### src/rtl/gw_lcd_pkg.sv
package gw_lcd_pkg;

  // Anything not listed behaves as SM510
  typedef enum logic [3:0] {
    cpu_sm510 = 4'd0,
    cpu_sm5a  = 4'd4
  } cpu_id_e;

  // Segment outputs for one H phase
  typedef struct packed {
    logic [15:0] segment_a;
    logic [15:0] segment_b;
    logic        bs;
  } sm510_segments_t;

  // SM5a W and W' arrays, 9 digits of 4 bits
  typedef logic [8:0][3:0] w_array_t;

  // Segment id as produced by the mask image
  typedef struct packed {
    logic [3:0] line_select;
    logic [3:0] column;
    logic [1:0] row;
  } segment_id_t;

endpackage

### src/rtl/gw_input_pkg.sv
package gw_input_pkg;

  // Control codes as stored in the low 7 bits of a config byte
  typedef enum logic [6:0] {
    btn_up      = 7'd0,
    btn_down    = 7'd1,
    btn_left    = 7'd2,
    btn_right   = 7'd3,
    btn_b       = 7'd4,
    btn_a       = 7'd5,
    btn_y       = 7'd6,
    btn_x       = 7'd7,
    btn_trig_l  = 7'd12,
    btn_select  = 7'd13,
    btn_start   = 7'd14,
    btn_trig_r  = 7'd16,
    btn_unused  = 7'd127
  } button_code_e;

  typedef struct packed {
    logic         invert;
    button_code_e code;
  } input_code_t;

  // One word per strobe row, K3 in the top byte
  typedef struct packed {
    input_code_t k3;
    input_code_t k2;
    input_code_t k1;
    input_code_t k0;
  } row_config_t;

  typedef struct packed {
    logic up;
    logic down;
    logic left;
    logic right;
    logic b;
    logic a;
    logic y;
    logic x;
    logic trig_l;
    logic select;
    logic start;
    logic trig_r;
  } buttons_t;

  typedef enum logic [3:0] {
    slot_s0   = 4'd0,
    slot_s1   = 4'd1,
    slot_s2   = 4'd2,
    slot_s3   = 4'd3,
    slot_s4   = 4'd4,
    slot_s5   = 4'd5,
    slot_s6   = 4'd6,
    slot_s7   = 4'd7,
    slot_beta = 4'd8,
    slot_ba   = 4'd9
  } config_slot_e;

  // Empty slot, maps to 0
  localparam input_code_t CODE_UNUSED = '{invert: 1'b0, code: btn_unused};
  localparam row_config_t ROW_UNUSED = '{
    k3: CODE_UNUSED,
    k2: CODE_UNUSED,
    k1: CODE_UNUSED,
    k0: CODE_UNUSED
  };

endpackage
### src/rtl/gw_frontend.sv
`timescale 1ns/1ps

module gw_frontend #(
  parameter int DIVIDER_PERIOD = 4000
) (
  input  logic                        clk_sys_131_072,
  input  logic                        reset,
  input  gw_lcd_pkg::cpu_id_e         cpu_id,
  input  gw_input_pkg::buttons_t      buttons,
  input  logic                        cfg_wr,
  input  gw_input_pkg::config_slot_e  cfg_slot,
  input  gw_input_pkg::row_config_t   cfg_data,
  input  logic [7:0]                  shifter_s,
  input  logic [3:0]                  output_r,
  input  logic [1:0]                  lcd_h_index,
  input  gw_lcd_pkg::sm510_segments_t sm510_segments,
  input  gw_lcd_pkg::w_array_t        w_prime,
  input  gw_lcd_pkg::w_array_t        w_main,
  input  logic                        divider_1khz,
  input  logic                        vblank,
  input  gw_lcd_pkg::segment_id_t     segment_id,
  input  logic                        has_segment,
  output logic                        clk_en,
  output logic [3:0]                  input_k,
  output logic                        input_beta,
  output logic                        input_ba,
  output logic                        segment_lit
);

  gw_input_pkg::row_config_t [7:0]   row_configs;
  gw_input_pkg::input_code_t         beta_code;
  gw_input_pkg::input_code_t         ba_code;
  gw_lcd_pkg::sm510_segments_t [3:0] cached_segments;
  gw_lcd_pkg::w_array_t              shown_w_prime;
  gw_lcd_pkg::w_array_t              shown_w_main;

  ////////////////////////////////////////////////////////////////////////////
  // Input path

  input_config_regs u_input_config_regs (
    .clk_sys_131_072 (clk_sys_131_072),
    .reset           (reset),
    .cfg_wr          (cfg_wr),
    .cfg_slot        (cfg_slot),
    .cfg_data        (cfg_data),
    .row_configs     (row_configs),
    .beta_code       (beta_code),
    .ba_code         (ba_code)
  );

  input_mapper u_input_mapper (
    .clk_sys_131_072 (clk_sys_131_072),
    .reset           (reset),
    .cpu_id          (cpu_id),
    .buttons         (buttons),
    .row_configs     (row_configs),
    .beta_code       (beta_code),
    .ba_code         (ba_code),
    .shifter_s       (shifter_s),
    .output_r        (output_r),
    .input_k         (input_k),
    .input_beta      (input_beta),
    .input_ba        (input_ba)
  );

  cpu_clock_enable #(
    .DIVIDER_PERIOD (DIVIDER_PERIOD)
  ) u_cpu_clock_enable (
    .clk_sys_131_072 (clk_sys_131_072),
    .reset           (reset),
    .clk_en          (clk_en)
  );

  ////////////////////////////////////////////////////////////////////////////
  // LCD path

  lcd_segment_latch u_lcd_segment_latch (
    .clk_sys_131_072 (clk_sys_131_072),
    .reset           (reset),
    .lcd_h_index     (lcd_h_index),
    .sm510_segments  (sm510_segments),
    .vblank          (vblank),
    .cached_segments (cached_segments)
  );

  lcd_segment_decay u_lcd_segment_decay (
    .clk_sys_131_072 (clk_sys_131_072),
    .reset           (reset),
    .lcd_h_index     (lcd_h_index),
    .w_prime         (w_prime),
    .w_main          (w_main),
    .tick_1khz       (divider_1khz),
    .shown_w_prime   (shown_w_prime),
    .shown_w_main    (shown_w_main)
  );

  lcd_segment_lookup u_lcd_segment_lookup (
    .cpu_id          (cpu_id),
    .segment_id      (segment_id),
    .has_segment     (has_segment),
    .cached_segments (cached_segments),
    .shown_w_prime   (shown_w_prime),
    .shown_w_main    (shown_w_main),
    .segment_lit     (segment_lit)
  );

endmodule

### src/rtl/lcd_segment_lookup.sv
`timescale 1ns/1ps

module lcd_segment_lookup (
  input  gw_lcd_pkg::cpu_id_e               cpu_id,
  input  gw_lcd_pkg::segment_id_t           segment_id,
  input  logic                              has_segment,
  input  gw_lcd_pkg::sm510_segments_t [3:0] cached_segments,
  input  gw_lcd_pkg::w_array_t              shown_w_prime,
  input  gw_lcd_pkg::w_array_t              shown_w_main,
  output logic                              segment_lit
);

  logic digit_valid;

  // Only 9 digits of 4 bits exist on the SM5a
  assign digit_valid = (segment_id.line_select < 4'd9) && (segment_id.column < 4'd4);

  always_comb begin
    segment_lit = 1'b0;
    if (has_segment) begin
      case (cpu_id)
        gw_lcd_pkg::cpu_sm5a: begin
          if (digit_valid) begin
            if (segment_id.row == 2'd1) begin
              segment_lit = shown_w_prime[segment_id.line_select][segment_id.column[1:0]];
            end else begin
              segment_lit = shown_w_main[segment_id.line_select][segment_id.column[1:0]];
            end
          end
        end
        default: begin
          // Row is the H phase, column the bit in the word
          case (segment_id.line_select)
            4'd0: segment_lit = cached_segments[segment_id.row].segment_a[segment_id.column];
            4'd1: segment_lit = cached_segments[segment_id.row].segment_b[segment_id.column];
            4'd2: segment_lit = cached_segments[segment_id.row].bs;
            default: segment_lit = 1'b0;
          endcase
        end
      endcase
    end
  end

endmodule

### src/rtl/lcd_segment_decay.sv
`timescale 1ns/1ps

module lcd_segment_decay (
  input  logic                 clk_sys_131_072,
  input  logic                 reset,
  input  logic [1:0]           lcd_h_index,
  input  gw_lcd_pkg::w_array_t w_prime,
  input  gw_lcd_pkg::w_array_t w_main,
  input  logic                 tick_1khz,
  output gw_lcd_pkg::w_array_t shown_w_prime,
  output gw_lcd_pkg::w_array_t shown_w_main
);

  localparam int         NUM_BITS       = 72;
  localparam logic [4:0] DECAY_MAX      = 5'd31;
  localparam logic [4:0] SHOW_THRESHOLD = 5'd16;

  gw_lcd_pkg::w_array_t  captured_prime;
  gw_lcd_pkg::w_array_t  captured_main;
  logic                  tick_q;
  logic                  tick_rise;
  logic [NUM_BITS-1:0]   captured_bits;
  logic [NUM_BITS-1:0]   shown_bits;

  assign tick_rise     = tick_1khz && !tick_q;
  assign captured_bits = {captured_prime, captured_main};

  // Odd H phases drive W', even ones W
  always_ff @(posedge clk_sys_131_072) begin
    if (reset) begin
      captured_prime <= '0;
      captured_main  <= '0;
      tick_q         <= 1'b0;
    end else begin
      tick_q <= tick_1khz;
      if (lcd_h_index[0]) begin
        captured_prime <= w_prime;
      end else begin
        captured_main <= w_main;
      end
    end
  end

  ////////////////////////////////////////////////////////////////////////////
  // Persistence counters, W' in the upper half

  for (genvar i = 0; i < NUM_BITS; i++) begin : g_cell
    logic [4:0] level;
    logic       shown;

    always_ff @(posedge clk_sys_131_072) begin
      if (reset) begin
        level <= '0;
        shown <= 1'b0;
      end else if (tick_rise) begin
        // Uses the level from before this step, one tick behind
        shown <= level > SHOW_THRESHOLD;
        if (captured_bits[i] && level != DECAY_MAX) begin
          level <= level + 5'd1;
        end else if (!captured_bits[i] && level != 5'd0) begin
          level <= level - 5'd1;
        end
      end
    end

    assign shown_bits[i] = shown;
  end

  assign shown_w_prime = shown_bits[NUM_BITS-1:NUM_BITS/2];
  assign shown_w_main  = shown_bits[NUM_BITS/2-1:0];

endmodule

### src/rtl/lcd_segment_latch.sv
`timescale 1ns/1ps

module lcd_segment_latch (
  input  logic                                clk_sys_131_072,
  input  logic                                reset,
  input  logic [1:0]                          lcd_h_index,
  input  gw_lcd_pkg::sm510_segments_t         sm510_segments,
  input  logic                                vblank,
  output gw_lcd_pkg::sm510_segments_t [3:0]   cached_segments
);

  // Last words seen in each H phase
  gw_lcd_pkg::sm510_segments_t [3:0] latched;
  logic                              vblank_q;
  logic                              frame_start;

  assign frame_start = vblank && !vblank_q;

  always_ff @(posedge clk_sys_131_072) begin
    if (reset) begin
      latched         <= '0;
      cached_segments <= '0;
      vblank_q        <= 1'b0;
    end else begin
      vblank_q <= vblank;
      latched[lcd_h_index] <= sm510_segments;

      // Snapshot once per frame so the picture does not tear
      if (frame_start) begin
        cached_segments <= latched;
      end
    end
  end

endmodule

### src/rtl/cpu_clock_enable.sv
`timescale 1ns/1ps

module cpu_clock_enable #(
  parameter int DIVIDER_PERIOD = 4000
) (
  input  logic clk_sys_131_072,
  input  logic reset,
  output logic clk_en
);

  localparam int COUNT_WIDTH = $clog2(DIVIDER_PERIOD);
  localparam logic [COUNT_WIDTH-1:0] RELOAD = COUNT_WIDTH'(DIVIDER_PERIOD - 1);

  logic [COUNT_WIDTH-1:0] count;

  // Pulse lands the cycle after the counter hits zero
  always_ff @(posedge clk_sys_131_072) begin
    if (reset) begin
      count  <= RELOAD;
      clk_en <= 1'b0;
    end else if (count == '0) begin
      count  <= RELOAD;
      clk_en <= 1'b1;
    end else begin
      count  <= count - 1'b1;
      clk_en <= 1'b0;
    end
  end

endmodule

### src/rtl/input_mapper.sv
`timescale 1ns/1ps

module input_mapper (
  input  logic                            clk_sys_131_072,
  input  logic                            reset,
  input  gw_lcd_pkg::cpu_id_e             cpu_id,
  input  gw_input_pkg::buttons_t          buttons,
  input  gw_input_pkg::row_config_t [7:0] row_configs,
  input  gw_input_pkg::input_code_t       beta_code,
  input  gw_input_pkg::input_code_t       ba_code,
  input  logic [7:0]                      shifter_s,
  input  logic [3:0]                      output_r,
  output logic [3:0]                      input_k,
  output logic                            input_beta,
  output logic                            input_ba
);

  gw_input_pkg::row_config_t active_row;

  // Code to button level, invert flag applied last
  function automatic logic map_code(gw_input_pkg::input_code_t c,
                                    gw_input_pkg::buttons_t b);
    logic level;
    case (c.code)
      gw_input_pkg::btn_up:     level = b.up;
      gw_input_pkg::btn_down:   level = b.down;
      gw_input_pkg::btn_left:   level = b.left;
      gw_input_pkg::btn_right:  level = b.right;
      gw_input_pkg::btn_b:      level = b.b;
      gw_input_pkg::btn_a:      level = b.a;
      gw_input_pkg::btn_y:      level = b.y;
      gw_input_pkg::btn_x:      level = b.x;
      // Select doubles as Time, trig_r as Alarm
      gw_input_pkg::btn_trig_l: level = b.trig_l;
      gw_input_pkg::btn_select: level = b.select;
      gw_input_pkg::btn_start:  level = b.start;
      gw_input_pkg::btn_trig_r: level = b.trig_r;
      default:                  level = 1'b0;
    endcase
    return c.invert ? ~level : level;
  endfunction

  ////////////////////////////////////////////////////////////////////////////
  // Row selection

  always_comb begin
    active_row = row_configs[0];
    case (cpu_id)
      gw_lcd_pkg::cpu_sm5a: begin
        // R1 has priority over R2, R2 over R3
        if (output_r[1]) begin
          active_row = row_configs[0];
        end else if (output_r[2]) begin
          active_row = row_configs[1];
        end else if (output_r[3]) begin
          active_row = row_configs[2];
        end
      end
      default: begin
        // Lowest set S bit wins
        for (int i = 7; i >= 0; i--) begin
          if (shifter_s[i]) begin
            active_row = row_configs[i];
          end
        end
      end
    endcase
  end

  ////////////////////////////////////////////////////////////////////////////
  // Registered outputs to the CPU

  always_ff @(posedge clk_sys_131_072) begin
    if (reset) begin
      input_k    <= 4'b0;
      input_beta <= 1'b0;
      input_ba   <= 1'b0;
    end else begin
      input_k <= {
        map_code(active_row.k3, buttons),
        map_code(active_row.k2, buttons),
        map_code(active_row.k1, buttons),
        map_code(active_row.k0, buttons)
      };
      input_beta <= map_code(beta_code, buttons);
      input_ba   <= map_code(ba_code, buttons);
    end
  end

endmodule

### src/rtl/input_config_regs.sv
`timescale 1ns/1ps

module input_config_regs (
  input  logic                            clk_sys_131_072,
  input  logic                            reset,
  input  logic                            cfg_wr,
  input  gw_input_pkg::config_slot_e      cfg_slot,
  input  gw_input_pkg::row_config_t       cfg_data,
  output gw_input_pkg::row_config_t [7:0] row_configs,
  output gw_input_pkg::input_code_t       beta_code,
  output gw_input_pkg::input_code_t       ba_code
);

  always_ff @(posedge clk_sys_131_072) begin
    if (reset) begin
      row_configs <= {8{gw_input_pkg::ROW_UNUSED}};
      beta_code   <= gw_input_pkg::CODE_UNUSED;
      ba_code     <= gw_input_pkg::CODE_UNUSED;
    end else if (cfg_wr) begin
      case (cfg_slot)
        gw_input_pkg::slot_s0, gw_input_pkg::slot_s1,
        gw_input_pkg::slot_s2, gw_input_pkg::slot_s3,
        gw_input_pkg::slot_s4, gw_input_pkg::slot_s5,
        gw_input_pkg::slot_s6, gw_input_pkg::slot_s7: begin
          row_configs[cfg_slot[2:0]] <= cfg_data;
        end
        // Single-input slots only keep the low byte
        gw_input_pkg::slot_beta: beta_code <= cfg_data.k0;
        gw_input_pkg::slot_ba:   ba_code   <= cfg_data.k0;
        default: begin
        end
      endcase
    end
  end

endmodule

### config.mk
export PLATFORM = sky130hd
export DESIGN_NAME = gw_frontend
export DESIGN_NICKNAME = d
export VERILOG_FILES = /design/src/rtl/gw_lcd_pkg.sv /design/src/rtl/gw_input_pkg.sv /design/src/rtl/gw_frontend.sv /design/src/rtl/lcd_segment_lookup.sv /design/src/rtl/lcd_segment_decay.sv /design/src/rtl/lcd_segment_latch.sv /design/src/rtl/cpu_clock_enable.sv /design/src/rtl/input_mapper.sv /design/src/rtl/input_config_regs.sv
export SDC_FILE = /design/constraint.sdc
export NUM_CORES = 2
export LEC_CHECK = 0
export ABC_AREA = 1
export BUFFER_PORTS_ARGS = -buffer_cell sky130_fd_sc_hd__clkbuf_2
export CORE_MARGIN = 1.5
export CORE_UTILIZATION = 40
export DETAILED_ROUTE_END_ITERATION = 6
export PLACE_DENSITY_LB_ADDON = 0.25
export SLEW_MARGIN = 30
export SYNTH_ARGS = -nofsm -noshare
export SYNTH_HDL_FRONTEND = slang
export SYNTH_HIERARCHICAL = 1
export SYNTH_SLANG_ARGS = --single-unit
### constraint.sdc
create_clock -name clk_sys_131_072 -period 7.6 [get_ports clk_sys_131_072]
set_clock_uncertainty 0.2 [all_clocks]
set_input_delay 2.28 -clock clk_sys_131_072 [delete_from_list [all_inputs] [get_ports clk_sys_131_072]]
set_output_delay 2.28 -clock clk_sys_131_072 [all_outputs]
set_load 0.01 [all_outputs]
==> metrics <==
pin slew with the least headroom to its limit=between 1 and 1.5 ns; Comb pwr share=a little under a quarter; Post-Synth Adder-Cell Area=under 10%; largest family of logic cells by synthesized area=simple AND/OR/NAND/NOR gates; DR WL/cell=15.5 um; instance area at placement=approximately 64000 um2; net count after synthesis=9748; max capacitance violation total=0; Clock Tree Root=clkbuf_16; all-layer global routing usage=a little over a fifth; finished layout cell area=just under 70000 um2; number of enable-type register cells in the synthesized netlist=0; mean post-synth cell area=approximately 6.6 um2; count of fill cells added during filler insertion=15985; vias post-DR=between 50000 and 60000; clock transition at the register clock pins on the worst setup and hold paths after CTS=roughly 0.050 ns; portion of synthesized cell area occupied by the leading cell type=between 30% and 40%; detailed-placement wirelength estimate=115 mm; end of the worst register-to-register path=u_lcd_segment_decay/g_cell[5].level[2]$_SDFFE_PP0P_; overall die width=approximately 400 um; Multi-input gate area=between 30000 and 40000 um2; synthesized-area fraction occupied by and/or/nand/nor cells=32.8%; headroom to the max-slew limit=roughly a third; endpoints failing hold=0; Post-Route Setup TNS=0 ns; type of origin of the critical path=input pin; number of antenna violations at the first check in global routing=15; total power draw=around 17 mW; count of warnings emitted by yosys=6; post-synthesis share of cell area spent on xor and xnor gates=approximately 2.3%; launching point of the worst reg2reg path=u_lcd_segment_decay/tick_q$_SDFF_PP0_; VDD IR-drop max=~0.00022 V; most used standard cells in the synthesized netlist=2240 x nand2_1, 1125 x inv_1, 1111 x nand3_1; violated checks=design-rule violations; gate count of the mapped netlist=about 9400; DR vias/cell=5.12; global-route congestion overflow total=0; run status=complete, but fails checks; number of iterations in the first detailed-routing pass=7; worst reg2reg setup slack=4.90 ns; RSZ-0062 raised after global routing=false; DRC violation count after routing=36; via count of the first global-routing pass=approximately 55000; cell area after technology mapping=slightly above 60000 um2; final critical delay including setup and external delays=between 7 and 8 ns; Final Wtd Congestion=approximately 0.86; power share of the sequential group=between 30% and 40%; share of the yosys chip area belonging to registers=between 30% and 40%; hold-critical path depth=1; Area Overhead vs Synth=9.10%; overall die height=about 400 um; share of async-settable or async-resettable flops after synthesis=0%; R2R cell count=8; Post-synth top flop=dfxtp_1; kind of end point of the critical path=output port; # Post-CTS Setup Buffers=0; wire length of the first global-routing pass=285 mm; share of the synthesized area in compound gates (AO/OA/AOI/OAI)=~15%; post-CTS resize count=0; total count of max-transition violations in the final report=0; distinct cell type count after synthesis=57; largest fanout on the critical path=28; data arrival time at the worst-slack endpoint=about 4.7 ns; total I/O pin count=between 150 and 200; TritonCTS clock tree=yes; fraction of final layout cells with drive strength greater than 1=a little under a tenth; hold_ws=roughly 0.19 ns; clock network latency to the later pin of the worst-skew pair=around 0.75 ns; min-delay src=u_cpu_clock_enable/count[0]$_SDFF_PP1_; H-tree depth reported by CTS=4; worst hold path endpoint=u_cpu_clock_enable/count[0]$_SDFF_PP1_; initial cell density of the core=40.3%; maximum frequency from static timing analysis=approximately 140 MHz; Tcrit/Tclk final=about 94%; Final #Nets=just under 10000; number of input and output port buffers inserted=193; number of buffers added by the clock tree synthesis step=130; type of the tightest min-delay check=reg -> reg; area inside the core boundary=around 150000 um2; utilization after layout=between 40 and 50%; critical path required time=5.12 ns; number of core rows=roughly 140; largest area contributor in the synthesized netlist=dfxtp_1; Iter 0 DRT Violations=about 4300; leakage power summed over all cells=31.9 nW; pwr dens=about 240 nW/um2; FF+latch area=21200 um2; area of the die=approximately 160000 um2; most frequently used cell type in the post-synthesis netlist=nand2_1; switching share of power=around 33%; net switching power figure=between 5 and 6 mW; clock group share of total power=a little under two fifths; maximum clock path buffer count=3; Final setup violation count=0; portion of netlist area occupied by mux cells=0%; count of antenna-violating nets left after detailed routing=0; number of clock sinks seen by CTS=1061; pin count of the biggest net entering global routing=151; FF+latch count, synth=approximately 1100; WL final=between 150 and 200 mm; number of hold buffers added after CTS=0; Synth area leaders=dfxtp_1 34%, nand2_1 14%, nand3_1 8.9%; kind of critical path=in -> out; total internal power=~11 mW
metrics by stage:
step	std cells	setup WS, ns
3_5_place_dp	11187	0.528
6_report	11414	0.471
4_1_cts	11409	0.515
3_3_place_gp	11187	0.556
5_1_grt	11413	0.317
2_1_floorplan	9369	1.70
area by class of cell:
class | count | area share, %
multi-input cells | 6600 | 49.7
flip-flops and latches | 1061 | 31.3
inverters | 1225 | 6.82
clock buffers | 188 | 5.60
well taps | 2044 | 3.77
repair buffers | 258 | 2.29
clock inverters | 34 | 0.553
diodes | 4 | 0.0147
worst max-delay path by stage:
stage / start / end
6_report: segment_id[6] / segment_lit
5_1_grt: segment_id[6] / segment_lit
4_1_cts: segment_id[6] / segment_lit
3_5_place_dp: segment_id[6] / segment_lit
3_3_place_gp: segment_id[6] / segment_lit
2_1_floorplan: segment_id[7] / segment_lit
worst max-delay path: stages:
cell	delay (ns)
clkbuf_2	0.27
inv_2	0.27
nor2_1	0.39
nand2_1	0.10
nand3_1	0.12
nand2_1	0.06
nand3_1	0.09
nand3_1	0.07
nand3_1	0.11
nand3_1	0.19
nand2_1	0.17
nand2_1	0.06
nor2_1	0.24
clkbuf_2	0.19
cells by family after synthesis:
family | Yosys count
buffers and inverters | 1708
DFF | 1061
xor gates and xnor gates | 166
and+or+nand+nor | 4624
adders and majority gates | 192
AOI/OAI and AO/OA | 1618
layer usage:
metal	track usage (%)	wire length, um	up-vias
met5	0	102	-
met1	29.0	80100	26826
met2	36.6	81600	1471
li1	-	-	29817
met4	6.60	4550	16
met3	3.46	11100	294
registers in the layout (all words and copies together), names as in the netlist:
| register | count |
|---|---|
| u_input_config_regs/ba_code | 8 |
| u_cpu_clock_enable/count | 12 |
| u_input_mapper/input_k | 4 |
| u_cpu_clock_enable/clk_en | 1 |
| u_lcd_segment_latch/latched | 132 |
| u_lcd_segment_latch/cached_segments | 132 |
| u_lcd_segment_decay/g_cell.shown | 72 |
| u_lcd_segment_decay/captured_bits | 72 |
| u_input_config_regs/beta_code | 8 |
| u_lcd_segment_latch/vblank_q | 1 |
| u_input_mapper/input_ba | 1 |
| u_input_mapper/input_beta | 1 |
| u_lcd_segment_decay/tick_q | 1 |
| u_input_config_regs/row_configs | 256 |
| u_lcd_segment_decay/g_cell.level | 360 |
power groups by stage:
stage	combinational [mW]	clock [mW]	sequential [mW]
2_1_floorplan	3.10	0	6.53
3_3_place_gp	3.72	0	6.65
3_5_place_dp	3.83	0	6.66
4_1_cts	3.85	6.29	6.55
5_1_grt	4.44	6.51	6.63
6_report	3.85	6.12	6.55
cells in the final DEF, fill, tap and decap left out, types with 31 or more instances in the layout:
master,Yosys,layout
nor2_1,908,907
nand3_1,1111,1111
ha_1,175,175
o211ai_1,32,32
nand2_2,69,70
o21ai_1,41,41
clkbuf_1,154,31
nand3_4,41,41
clkbuf_2,12,190
o21ai_0,673,673
nand3_2,59,59
buf_4,106,60
dfxtp_1,1061,1061
clkbuf_16,0,135
nand2_1,2240,2239
xnor2_1,38,38
o21bai_4,55,55
inv_1,1125,1123
or2_1,44,44
xor2_1,128,128
nor3_1,37,37
inv_2,93,90
a21oi_1,710,710
nand4_1,35,35
Note: power is estimated with default switching activity, not from simulation.
